File: config.mk
export PLATFORM = sky130hd
export DESIGN_NAME = thumb_core
export DESIGN_NICKNAME = d
export VERILOG_FILES = /design/src/thumb_isa_pkg.sv /design/src/core_types_pkg.sv /design/src/thumb_decoder.sv /design/src/barrel_shifter.sv /design/src/arith_logic_unit.sv /design/src/reg_file.sv /design/src/thumb_core.sv
export SDC_FILE = /design/constraint.sdc
export NUM_CORES = 2
export LEC_CHECK = 0
export BUFFER_PORTS_ARGS = -buffer_cell sky130_fd_sc_hd__buf_4
export CORE_MARGIN = 2
export CORE_UTILIZATION = 35
export DETAILED_ROUTE_END_ITERATION = 8
export GPL_TIMING_DRIVEN = 1
export PLACE_DENSITY_LB_ADDON = 0.2
export SLEW_MARGIN = 0
export SYNTH_ARGS = -nofsm -noshare
export SYNTH_HDL_FRONTEND = slang
export SYNTH_SLANG_ARGS = --single-unit
File: constraint.sdc
create_clock -name rst -period 11.15 [get_ports rst]
set_input_delay 0.5575 -clock rst [delete_from_list [all_inputs] [get_ports rst]]
set_output_delay 0.5575 -clock rst [all_outputs]
set_load 0.1 [all_outputs]
File: src/thumb_isa_pkg.sv
// thumb isa package: instruction word, group prefixes and opcode encodings
package thumb_isa_pkg;

    typedef logic [15:0] cmd_t;

    // operation performed by an execution unit
    typedef enum logic [3:0] {
        op_lsl,
        op_lsr,
        op_asr,
        op_ror,
        op_add,
        op_and,
        op_orr,
        op_eor,
        op_mul,
        op_none
    } op_e;

    // register to register data processing, bits [9:6]
    typedef enum logic [3:0] {
        dp_and = 4'h0,
        dp_eor = 4'h1,
        dp_lsl = 4'h2,
        dp_lsr = 4'h3,
        dp_asr = 4'h4,
        dp_adc = 4'h5,
        dp_sbc = 4'h6,
        dp_ror = 4'h7,
        dp_tst = 4'h8,
        dp_rsb = 4'h9,
        dp_cmp = 4'ha,
        dp_cmn = 4'hb,
        dp_orr = 4'hc,
        dp_mul = 4'hd,
        dp_bic = 4'he,
        dp_mvn = 4'hf
    } dp_opcode_e;

    // shift by immediate kind, bits [12:11]
    typedef enum logic [1:0] {
        sh_lsl = 2'b00,
        sh_lsr = 2'b01,
        sh_asr = 2'b10
    } shift_imm_e;

    // imm8 format mode, bits [12:11]
    typedef enum logic [1:0] {
        imm8_mov = 2'b00,
        imm8_cmp = 2'b01,
        imm8_add = 2'b10,
        imm8_sub = 2'b11
    } imm8_mode_e;

    // group prefixes, compared against the top bits of the word
    localparam logic [2:0] grp_shift_imm = 3'b000;
    localparam logic [4:0] grp_add_sub   = 5'b00011;
    localparam logic [2:0] grp_imm8      = 3'b001;
    localparam logic [5:0] grp_data_proc = 6'b010000;

    // any shift count above the word width collapses to this
    localparam logic [5:0] shift_sat = 6'd33;

    function automatic logic is_shift_op(op_e op);
        return op inside {op_lsl, op_lsr, op_asr, op_ror};
    endfunction

endpackage

File: src/core_types_pkg.sv
// core datapath types: machine word, register index, flags and pipeline structs
package core_types_pkg;
    import thumb_isa_pkg::*;

    localparam int sys_bits  = 32;
    localparam int reg_count = 16;

    typedef logic [sys_bits-1:0]          word_t;
    typedef logic [$clog2(reg_count)-1:0] reg_idx_t;

    typedef struct packed {
        logic n;
        logic z;
        logic c;
        logic v;
    } flags_t;

    // operands already selected, subtraction folded into inverted m plus carry
    typedef struct packed {
        op_e      op;
        word_t    operand_n;
        word_t    operand_m;
        logic     carry_in;
        reg_idx_t dest;
        logic     write_en;
        logic     set_flags;
        logic     valid;
    } exec_req_t;

    typedef struct packed {
        word_t value;
        logic  carry;
        logic  overflow;
    } exec_res_t;

    // committed instruction as seen from outside
    typedef struct packed {
        logic     valid;
        logic     write_en;
        reg_idx_t dest;
        word_t    value;
    } wb_t;

endpackage

File: src/thumb_decoder.sv
// thumb decoder: maps a 16-bit command onto register reads and an execution request
`timescale 1ns/1ps

module thumb_decoder import thumb_isa_pkg::*, core_types_pkg::*; (
    input  cmd_t      cmd_i,
    input  logic      cmd_valid_i,
    input  flags_t    flags_i,
    input  word_t     rd_data_n_i,
    input  word_t     rd_data_m_i,
    output reg_idx_t  rd_idx_n_o,
    output reg_idx_t  rd_idx_m_o,
    output exec_req_t req_o
);

    dp_opcode_e dp_op;
    imm8_mode_e imm_mode;

    assign dp_op    = dp_opcode_e'(cmd_i[9:6]);
    assign imm_mode = imm8_mode_e'(cmd_i[12:11]);

    // read port addresses, taken from the command word alone
    always_comb begin
        rd_idx_n_o = reg_idx_t'(cmd_i[5:3]);
        rd_idx_m_o = reg_idx_t'(cmd_i[8:6]);
        if (cmd_i[15:13] == grp_imm8) begin
            rd_idx_n_o = reg_idx_t'(cmd_i[10:8]);
        end else if (cmd_i[15:10] == grp_data_proc) begin
            rd_idx_n_o = reg_idx_t'(cmd_i[2:0]);
            rd_idx_m_o = reg_idx_t'(cmd_i[5:3]);
        end
    end

    always_comb begin
        req_o           = '0;
        req_o.op        = op_none;
        req_o.dest      = reg_idx_t'(cmd_i[2:0]);
        req_o.write_en  = 1'b1;
        req_o.set_flags = 1'b1;

        // 00011 sits inside the 000 prefix, so it is matched first
        if (cmd_i[15:11] == grp_add_sub) begin
            req_o.valid     = cmd_valid_i;
            req_o.op        = op_add;
            req_o.operand_n = rd_data_n_i;
            // bit 10 picks imm3, bit 9 turns the add into n + ~m + 1
            req_o.operand_m = (cmd_i[10] ? word_t'(cmd_i[8:6]) : rd_data_m_i)
                              ^ {sys_bits{cmd_i[9]}};
            req_o.carry_in  = cmd_i[9];
        end else if (cmd_i[15:13] == grp_shift_imm) begin
            req_o.valid     = cmd_valid_i;
            req_o.operand_n = rd_data_n_i;
            req_o.operand_m = word_t'(cmd_i[10:6]);
            case (shift_imm_e'(cmd_i[12:11]))
                sh_lsl:  req_o.op = op_lsl;
                sh_lsr:  req_o.op = op_lsr;
                sh_asr:  req_o.op = op_asr;
                default: req_o.op = op_none;
            endcase
        end else if (cmd_i[15:13] == grp_imm8) begin
            req_o.dest      = reg_idx_t'(cmd_i[10:8]);
            req_o.valid     = cmd_valid_i;
            req_o.op        = op_add;
            req_o.operand_n = (imm_mode == imm8_mov) ? '0 : rd_data_n_i;
            // bit 11 is set for both cmp and sub
            req_o.operand_m = word_t'(cmd_i[7:0]) ^ {sys_bits{cmd_i[11]}};
            req_o.carry_in  = cmd_i[11];
            req_o.write_en  = (imm_mode != imm8_cmp);
        end else if (cmd_i[15:10] == grp_data_proc) begin
            req_o.valid     = cmd_valid_i;
            req_o.operand_n = rd_data_n_i;
            req_o.operand_m = rd_data_m_i;
            case (dp_op)
                dp_and, dp_tst: req_o.op = op_and;
                dp_eor:         req_o.op = op_eor;
                dp_orr:         req_o.op = op_orr;
                dp_mul:         req_o.op = op_mul;
                dp_lsl:         req_o.op = op_lsl;
                dp_lsr:         req_o.op = op_lsr;
                dp_asr:         req_o.op = op_asr;
                dp_ror:         req_o.op = op_ror;
                dp_cmn:         req_o.op = op_add;
                dp_adc: begin
                    req_o.op       = op_add;
                    req_o.carry_in = flags_i.c;
                end
                // n - m - !c is n + ~m + c
                dp_sbc: begin
                    req_o.op        = op_add;
                    req_o.operand_m = ~rd_data_m_i;
                    req_o.carry_in  = flags_i.c;
                end
                dp_cmp: begin
                    req_o.op        = op_add;
                    req_o.operand_m = ~rd_data_m_i;
                    req_o.carry_in  = 1'b1;
                end
                // negate the register in bits [5:3]
                dp_rsb: begin
                    req_o.op        = op_add;
                    req_o.operand_n = '0;
                    req_o.operand_m = ~rd_data_m_i;
                    req_o.carry_in  = 1'b1;
                end
                dp_bic: begin
                    req_o.op        = op_and;
                    req_o.operand_m = ~rd_data_m_i;
                end
                // xor with all ones, keeps c and v like the other bitwise ops
                dp_mvn: begin
                    req_o.op        = op_eor;
                    req_o.operand_n = rd_data_m_i;
                    req_o.operand_m = '1;
                end
                default: req_o.op = op_none;
            endcase
            req_o.write_en = !(dp_op inside {dp_tst, dp_cmp, dp_cmn});
        end
    end

endmodule

File: src/barrel_shifter.sv
// barrel shifter: lsl, lsr, asr and ror with carry out of the last shifted bit
`timescale 1ns/1ps

module barrel_shifter import thumb_isa_pkg::*, core_types_pkg::*; (
    input  exec_req_t req_i,
    input  flags_t    flags_i,
    output exec_res_t res_o
);

    logic [5:0]                   amount;
    logic [4:0]                   rot;
    logic [sys_bits:0]            lsl_full;
    logic [2*sys_bits-1:0]        lsr_full;
    logic signed [2*sys_bits-1:0] asr_full;
    logic [2*sys_bits-1:0]        ror_full;

    // only the low byte counts, anything above 32 saturates
    assign amount = (req_i.operand_m[7:0] > 8'(sys_bits)) ? shift_sat
                                                          : req_i.operand_m[5:0];
    assign rot    = req_i.operand_m[4:0];

    // old c rides above the word, so a zero shift hands it back unchanged
    assign lsl_full = {flags_i.c, req_i.operand_n} << amount;
    // lower half catches the bits shifted out
    assign lsr_full = {req_i.operand_n, {sys_bits{1'b0}}} >> amount;
    assign asr_full = $signed({req_i.operand_n, {sys_bits{1'b0}}}) >>> amount;
    assign ror_full = {req_i.operand_n, req_i.operand_n} >> rot;

    always_comb begin
        res_o.value    = req_i.operand_n;
        res_o.carry    = flags_i.c;
        res_o.overflow = flags_i.v;
        case (req_i.op)
            op_lsl: begin
                res_o.value = lsl_full[sys_bits-1:0];
                res_o.carry = lsl_full[sys_bits];
            end
            op_lsr: begin
                res_o.value = lsr_full[2*sys_bits-1:sys_bits];
                res_o.carry = (amount == '0) ? flags_i.c : lsr_full[sys_bits-1];
            end
            op_asr: begin
                res_o.value = asr_full[2*sys_bits-1:sys_bits];
                res_o.carry = (amount == '0) ? flags_i.c : asr_full[sys_bits-1];
            end
            op_ror: begin
                res_o.value = ror_full[sys_bits-1:0];
                res_o.carry = (amount == '0) ? flags_i.c : ror_full[sys_bits-1];
            end
            default: res_o.value = req_i.operand_n;
        endcase
    end

endmodule

File: src/arith_logic_unit.sv
// arithmetic logic unit: 33-bit adder, four-way bitwise mux and low-word multiply
`timescale 1ns/1ps

module arith_logic_unit import thumb_isa_pkg::*, core_types_pkg::*; (
    input  exec_req_t req_i,
    input  flags_t    flags_i,
    output exec_res_t res_o
);

    logic [sys_bits:0] sum;
    word_t             bitwise;
    word_t             product;
    logic              sel_inv;
    logic              sel_or;

    assign sum = {1'b0, req_i.operand_n} + {1'b0, req_i.operand_m}
                 + {{sys_bits{1'b0}}, req_i.carry_in};

    assign product = req_i.operand_n * req_i.operand_m;

    // mux select: 00 and, 01 or, 10 xor, 11 nand
    assign sel_inv = (req_i.op == op_eor);
    assign sel_or  = (req_i.op == op_orr);

    assign bitwise =
        ((sel_inv ? ~req_i.operand_n : req_i.operand_n)
            & (sel_or ? {sys_bits{1'b1}} : req_i.operand_m)) |
        ((sel_or ? {sys_bits{1'b1}} : req_i.operand_n)
            & (sel_inv ? ~req_i.operand_m : req_i.operand_m));

    always_comb begin
        res_o.value    = bitwise;
        res_o.carry    = flags_i.c;
        res_o.overflow = flags_i.v;
        case (req_i.op)
            op_add: begin
                res_o.value    = sum[sys_bits-1:0];
                res_o.carry    = sum[sys_bits];
                // like-signed operands giving a result of the other sign
                res_o.overflow = (req_i.operand_n[sys_bits-1] == req_i.operand_m[sys_bits-1])
                                 && (sum[sys_bits-1] != req_i.operand_n[sys_bits-1]);
            end
            op_mul:  res_o.value = product;
            default: res_o.value = bitwise;
        endcase
    end

endmodule

File: src/reg_file.sv
// register file: sixteen words plus nzcv, two combinational reads, commit on the edge
`timescale 1ns/1ps

module reg_file import core_types_pkg::*; (
    input  logic      rst,
    input  logic      reset,
    input  reg_idx_t  rd_idx_n_i,
    input  reg_idx_t  rd_idx_m_i,
    output word_t     rd_data_n_o,
    output word_t     rd_data_m_o,
    input  exec_req_t req_i,
    input  exec_res_t res_i,
    output wb_t       wb_o,
    output flags_t    flags_o
);

    word_t    regs [reg_count];
    flags_t   flags_q;
    logic     wb_valid_q;
    logic     wb_we_q;
    reg_idx_t wb_dest_q;
    word_t    wb_value_q;

    assign rd_data_n_o = regs[rd_idx_n_i];
    assign rd_data_m_o = regs[rd_idx_m_i];
    assign flags_o     = flags_q;
    assign wb_o        = '{valid:    wb_valid_q,
                           write_en: wb_we_q,
                           dest:     wb_dest_q,
                           value:    wb_value_q};

    always_ff @(posedge rst) begin
        if (reset) begin
            for (int i = 0; i < reg_count; i++) begin
                regs[i] <= '0;
            end
            flags_q    <= '0;
            wb_valid_q <= 1'b0;
        end else begin
            wb_valid_q <= req_i.valid;
            if (req_i.valid && req_i.write_en) begin
                regs[req_i.dest] <= res_i.value;
            end
            // n and z come from the value, c and v from the unit
            if (req_i.valid && req_i.set_flags) begin
                flags_q.n <= res_i.value[sys_bits-1];
                flags_q.z <= (res_i.value == '0);
                flags_q.c <= res_i.carry;
                flags_q.v <= res_i.overflow;
            end
        end
    end

    // writeback payload, held until the next commit
    always_ff @(posedge rst) begin
        if (req_i.valid) begin
            wb_we_q    <= req_i.write_en;
            wb_dest_q  <= req_i.dest;
            wb_value_q <= res_i.value;
        end
    end

endmodule

File: src/thumb_core.sv
// thumb execution core: decoder, shifter and alu feeding the register file
`timescale 1ns/1ps

module thumb_core import thumb_isa_pkg::*, core_types_pkg::*; (
    input  logic   rst,
    input  logic   reset,
    input  cmd_t   cmd_i,
    input  logic   cmd_valid_i,
    output wb_t    wb_o,
    output flags_t flags_o
);

    reg_idx_t  rd_idx_n;
    reg_idx_t  rd_idx_m;
    word_t     rd_data_n;
    word_t     rd_data_m;
    exec_req_t req;
    exec_res_t shift_res;
    exec_res_t alu_res;
    exec_res_t res;

    thumb_decoder u_decoder (
        .cmd_i       (cmd_i),
        .cmd_valid_i (cmd_valid_i),
        .flags_i     (flags_o),
        .rd_data_n_i (rd_data_n),
        .rd_data_m_i (rd_data_m),
        .rd_idx_n_o  (rd_idx_n),
        .rd_idx_m_o  (rd_idx_m),
        .req_o       (req)
    );

    barrel_shifter u_shifter (
        .req_i   (req),
        .flags_i (flags_o),
        .res_o   (shift_res)
    );

    arith_logic_unit u_alu (
        .req_i   (req),
        .flags_i (flags_o),
        .res_o   (alu_res)
    );

    // both units see every request, the op decides whose result commits
    assign res = is_shift_op(req.op) ? shift_res : alu_res;

    reg_file u_regs (
        .rst         (rst),
        .reset       (reset),
        .rd_idx_n_i  (rd_idx_n),
        .rd_idx_m_i  (rd_idx_m),
        .rd_data_n_o (rd_data_n),
        .rd_data_m_o (rd_data_m),
        .req_i       (req),
        .res_i       (res),
        .wb_o        (wb_o),
        .flags_o     (flags_o)
    );

endmodule

==> qor.csv <==
stage,metric,value,unit
setup_path,path_delay_family,adder cells,
synth,syn_area,43700,µm²
die,ios,61,
global_route,track_usage,0.345,
cells_and_area,area_growth,17.0,%
synth,syn_inst,5217,
detailed_routing,routed_via_density,6.15,
detailed_routing,num_vias,44200,
global_route,first_global_vias,42700,
pwr,p_clk_frac,0.218,
timing,fin_worst_skew,32.5,ps
clocking,cts_resized,0,
detailed_routing,antenna_left,0,
setup_path,endpoint_kind,register,
synth,synth_area_leader_cell,edfxtp_1,
cells_and_area,nets,6100,
synth,seq_area_frac_synth,0.203,
placed_design,place_congestion,1.05,
pwr,p_switching,2.32,mW
setup_path,slowest_delay,670,ps
clocking,clkSinkCount,297,
pwr,power_density,100,nW/µm²
timing,slew_viol_final,0,
die,coreArea,124000,µm²
cells_and_area,drive_gt1_frac,0.169,
pwr,netSwitchingFraction,0.453,
synth,synth_edf_count,292,
global_route,grt_pass1_wl,317,mm
placed_design,hpwl,172,mm
synth,synth-seq-cells,297,
detailed_routing,drtIter0Drc,6234,
synth,synth_flop_cell,edfxtp_1,
pwr,power.leakage,22.3,nW
worst_hold_path,hold_path.class,in -> reg,
synth,syn-num-nets,5801,
setup_path,cp_max_fo,13,
global_route,grt-ovfl-total,0,
clocking,cts_made_buffers,30,
flow_run,cap_violations,0,
synth,ys_warn_count,0,
setup_path,cp.required,11660,ps
global_route,grt_max_degree,90,
timing,timing.hold.ws,322,ps
pwr,p_seq_frac,0.254,
clocking,postCtsSetupRepairBufs,0,
outcome,outcome,"finished, final reports clean",
synth,ys_types,109,
setup_path,worst-setup-path-type,in -> reg,
timing,fmax,92.9,MHz
pwr,power,5.13,mW
timing,worst_slew_pin_slew,1320,ps
setup_path,crit_buf_inv,8,
setup_path,cp_slowest_cell,or4b_4,
pwr,peakVddDrop,0.105,mV
detailed_routing,wl_per_cell,31.0,µm
die,row_count,129,
die,die_x,357,µm
placed_design,port_buffers,59,
timing,finalCritPeriodShare,0.966,
setup_path,crit_top_cell,fa_1,
synth,async_flop_share,0,
detailed_routing,drtPass1Iterations,7,
setup_path,arrival,11280,ps
pwr,p_comb_frac,0.528,
clocking,cts_tree,done,
clocking,worstSkewPairLatency,630,ps
clocking,cts_hold_buf,0,
die,die_h,357,µm
clocking,clockBufferDepth,3,
synth,synth_top_area_share,0.201,
global_route,antenna_found_initial,15,
synth,yosys-top-cells-area,"edfxtp_1 20%, fa_1 19%, mux2i_1 7.6%, nor2_1 6.3%, nand2_1 4.5%",
timing,timing.final.crit_period,10770,ps
die,start_util,0.353,
timing,finalSetupViolCount,0,
clocking,htreeDepth,1,
timing,slew_headroom,0.118,
clocking,ctsRootBufferMaster,clkbuf_16,
timing,rsz0062_at_grt,false,
pwr,intPower,2.81,mW
detailed_routing,drcViolationCount,0,
detailed_routing,routed_wl,223,mm
clocking,cts.clk_slew.worst_paths,70,ps
die,dieArea,128000,µm²
timing,final-hold-violation-count,0,
synth,syn_area_per_cell,8.38,µm²
setup_path,cp-start-kind,input pin,
## stage by stage
step                       util  cells  cell area, µm²  setup slack, ps  TNS [ps]
after floorplan               -   5217           43800             9.93         0
after global placement    0.404   7120           50000             -311     -3300
after detailed placement  0.404   7120           50000             -349     -4070
after CTS                 0.412   7176           51100              230         0
after global routing      0.413   7181           51200             6.34         0
final                     0.413   7183           51200              384         0
## per-layer routing
layer / track usage / vias up / wire, µm / part of all wire
li1: - / 18700 / - / -
met1: 0.488 / 22100 / 92500 / 0.42
met2: 0.486 / 2788 / 90400 / 0.41
met3: 0.0761 / 549 / 25500 / 0.11
met4: 0.182 / 12 / 14300 / 0.064
met5: 0 / - / 88 / 0.00040
## layout by cell type (no fill, tap or decap), drive strengths merged, types with 17 or more instances in the layout
cell type / netlist / final
ha: 155 / 155
o211a: 29 / 29
mux2i: 333 / 333
or3: 18 / 18
a22oi: 18 / 18
a21o: 32 / 32
o21a: 22 / 22
and3: 18 / 18
a311oi: 17 / 17
and2: 30 / 30
a31oi: 55 / 55
xor2: 27 / 27
o32a: 28 / 28
o221ai: 31 / 31
nand2: 523 / 523
nand2b: 111 / 111
nand4: 55 / 55
inv: 523 / 523
mux2: 87 / 87
edfxtp: 292 / 292
fa: 410 / 410
nor3: 61 / 61
nor2: 742 / 742
a21oi: 301 / 301
o21ai: 207 / 207
o22ai: 28 / 28
a211oi: 60 / 60
clkbuf: 274 / 36
a221o: 44 / 44
xnor2: 104 / 104
clkinv: 11 / 22
a221oi: 31 / 31
o211ai: 114 / 114
buf: 133 / 673
nand3: 84 / 84
## layout make-up
cell class	instances	area, µm²
sequential	297	8870
tap	1637	2050
timing repair buffer	674	5730
fill	12500	72600
clock buffer	35	801
inverter	534	2000
antenna	6	15.0
clock inverter	21	233
multi-input combinational	3979	31500
## synthesized netlist by cell type, types with 49 or more instances
cell type,n
edfxtp_1,292
nand2b_1,111
buf_1,49
nor3_1,59
a21oi_1,300
buf_2,63
xnor2_1,104
mux2_2,86
a31oi_1,54
nor2_1,738
nand3_1,84
o21ai_0,191
fa_1,410
o211ai_1,112
nand4_1,55
inv_1,517
mux2i_1,332
clkbuf_1,274
ha_1,155
nand2_1,523
a211oi_1,58
## kinds of logic (layout without fill, tap and decap cells)
| logic type | count (synthesis) | after routing | share of synthesized area |
|---|---|---|---|
| and+or+nand+nor | 1700 | 1700 | 0.169 |
| AOI/OAI and AO/OA | 1153 | 1153 | 0.182 |
| buffers and inverters | 941 | 1264 | 0.0846 |
| adders and majority gates | 566 | 566 | 0.232 |
| muxes | 427 | 427 | 0.102 |
| DFF | 297 | 297 | 0.203 |
| xor gates and xnor gates | 132 | 132 | 0.0268 |
| other | 1 | 7 | 0.0000858 |
## worst min-delay path: stages
cell	delay, ps
buf_4	110
nand2_1	50
nand2_1	100
## power groups by stage
stage	sequential, mW	combinational, mW	clock (mW)
after floorplan	1.36	1.42	0
after global placement	1.33	2.61	0
after detailed placement	1.33	2.61	0
after CTS	1.30	2.63	1.11
after global routing	1.31	2.84	1.16
final	1.30	2.71	1.12
## final timing paths
| path | from | end | slack, ps | cells past startpoint |
|---|---|---|---|---|
| worst max-delay path | cmd_i[10] | u_regs.flags_o[2] | 380 | 39 |
| worst min-delay path | cmd_i[2] | u_regs.wb_dest_q[2] | 320 | 3 |
| worst max register to register | u_regs.regs[5][3] | u_regs.flags_o[2] | 700 | 37 |
| worst min register to register | u_regs.flags_o[0] | u_regs.flags_o[0] | 520 | 2 |
## state kept, by name, summed over array words and instances, names as in the netlist
name and cells:
u_regs.flags_o 4, u_regs.regs 256, u_regs.wb_dest_q 3, u_regs.wb_valid_q 1, u_regs.wb_value_q 32, u_regs.wb_we_q 1
No activity file was read; power rests on OpenSTA's default activity.
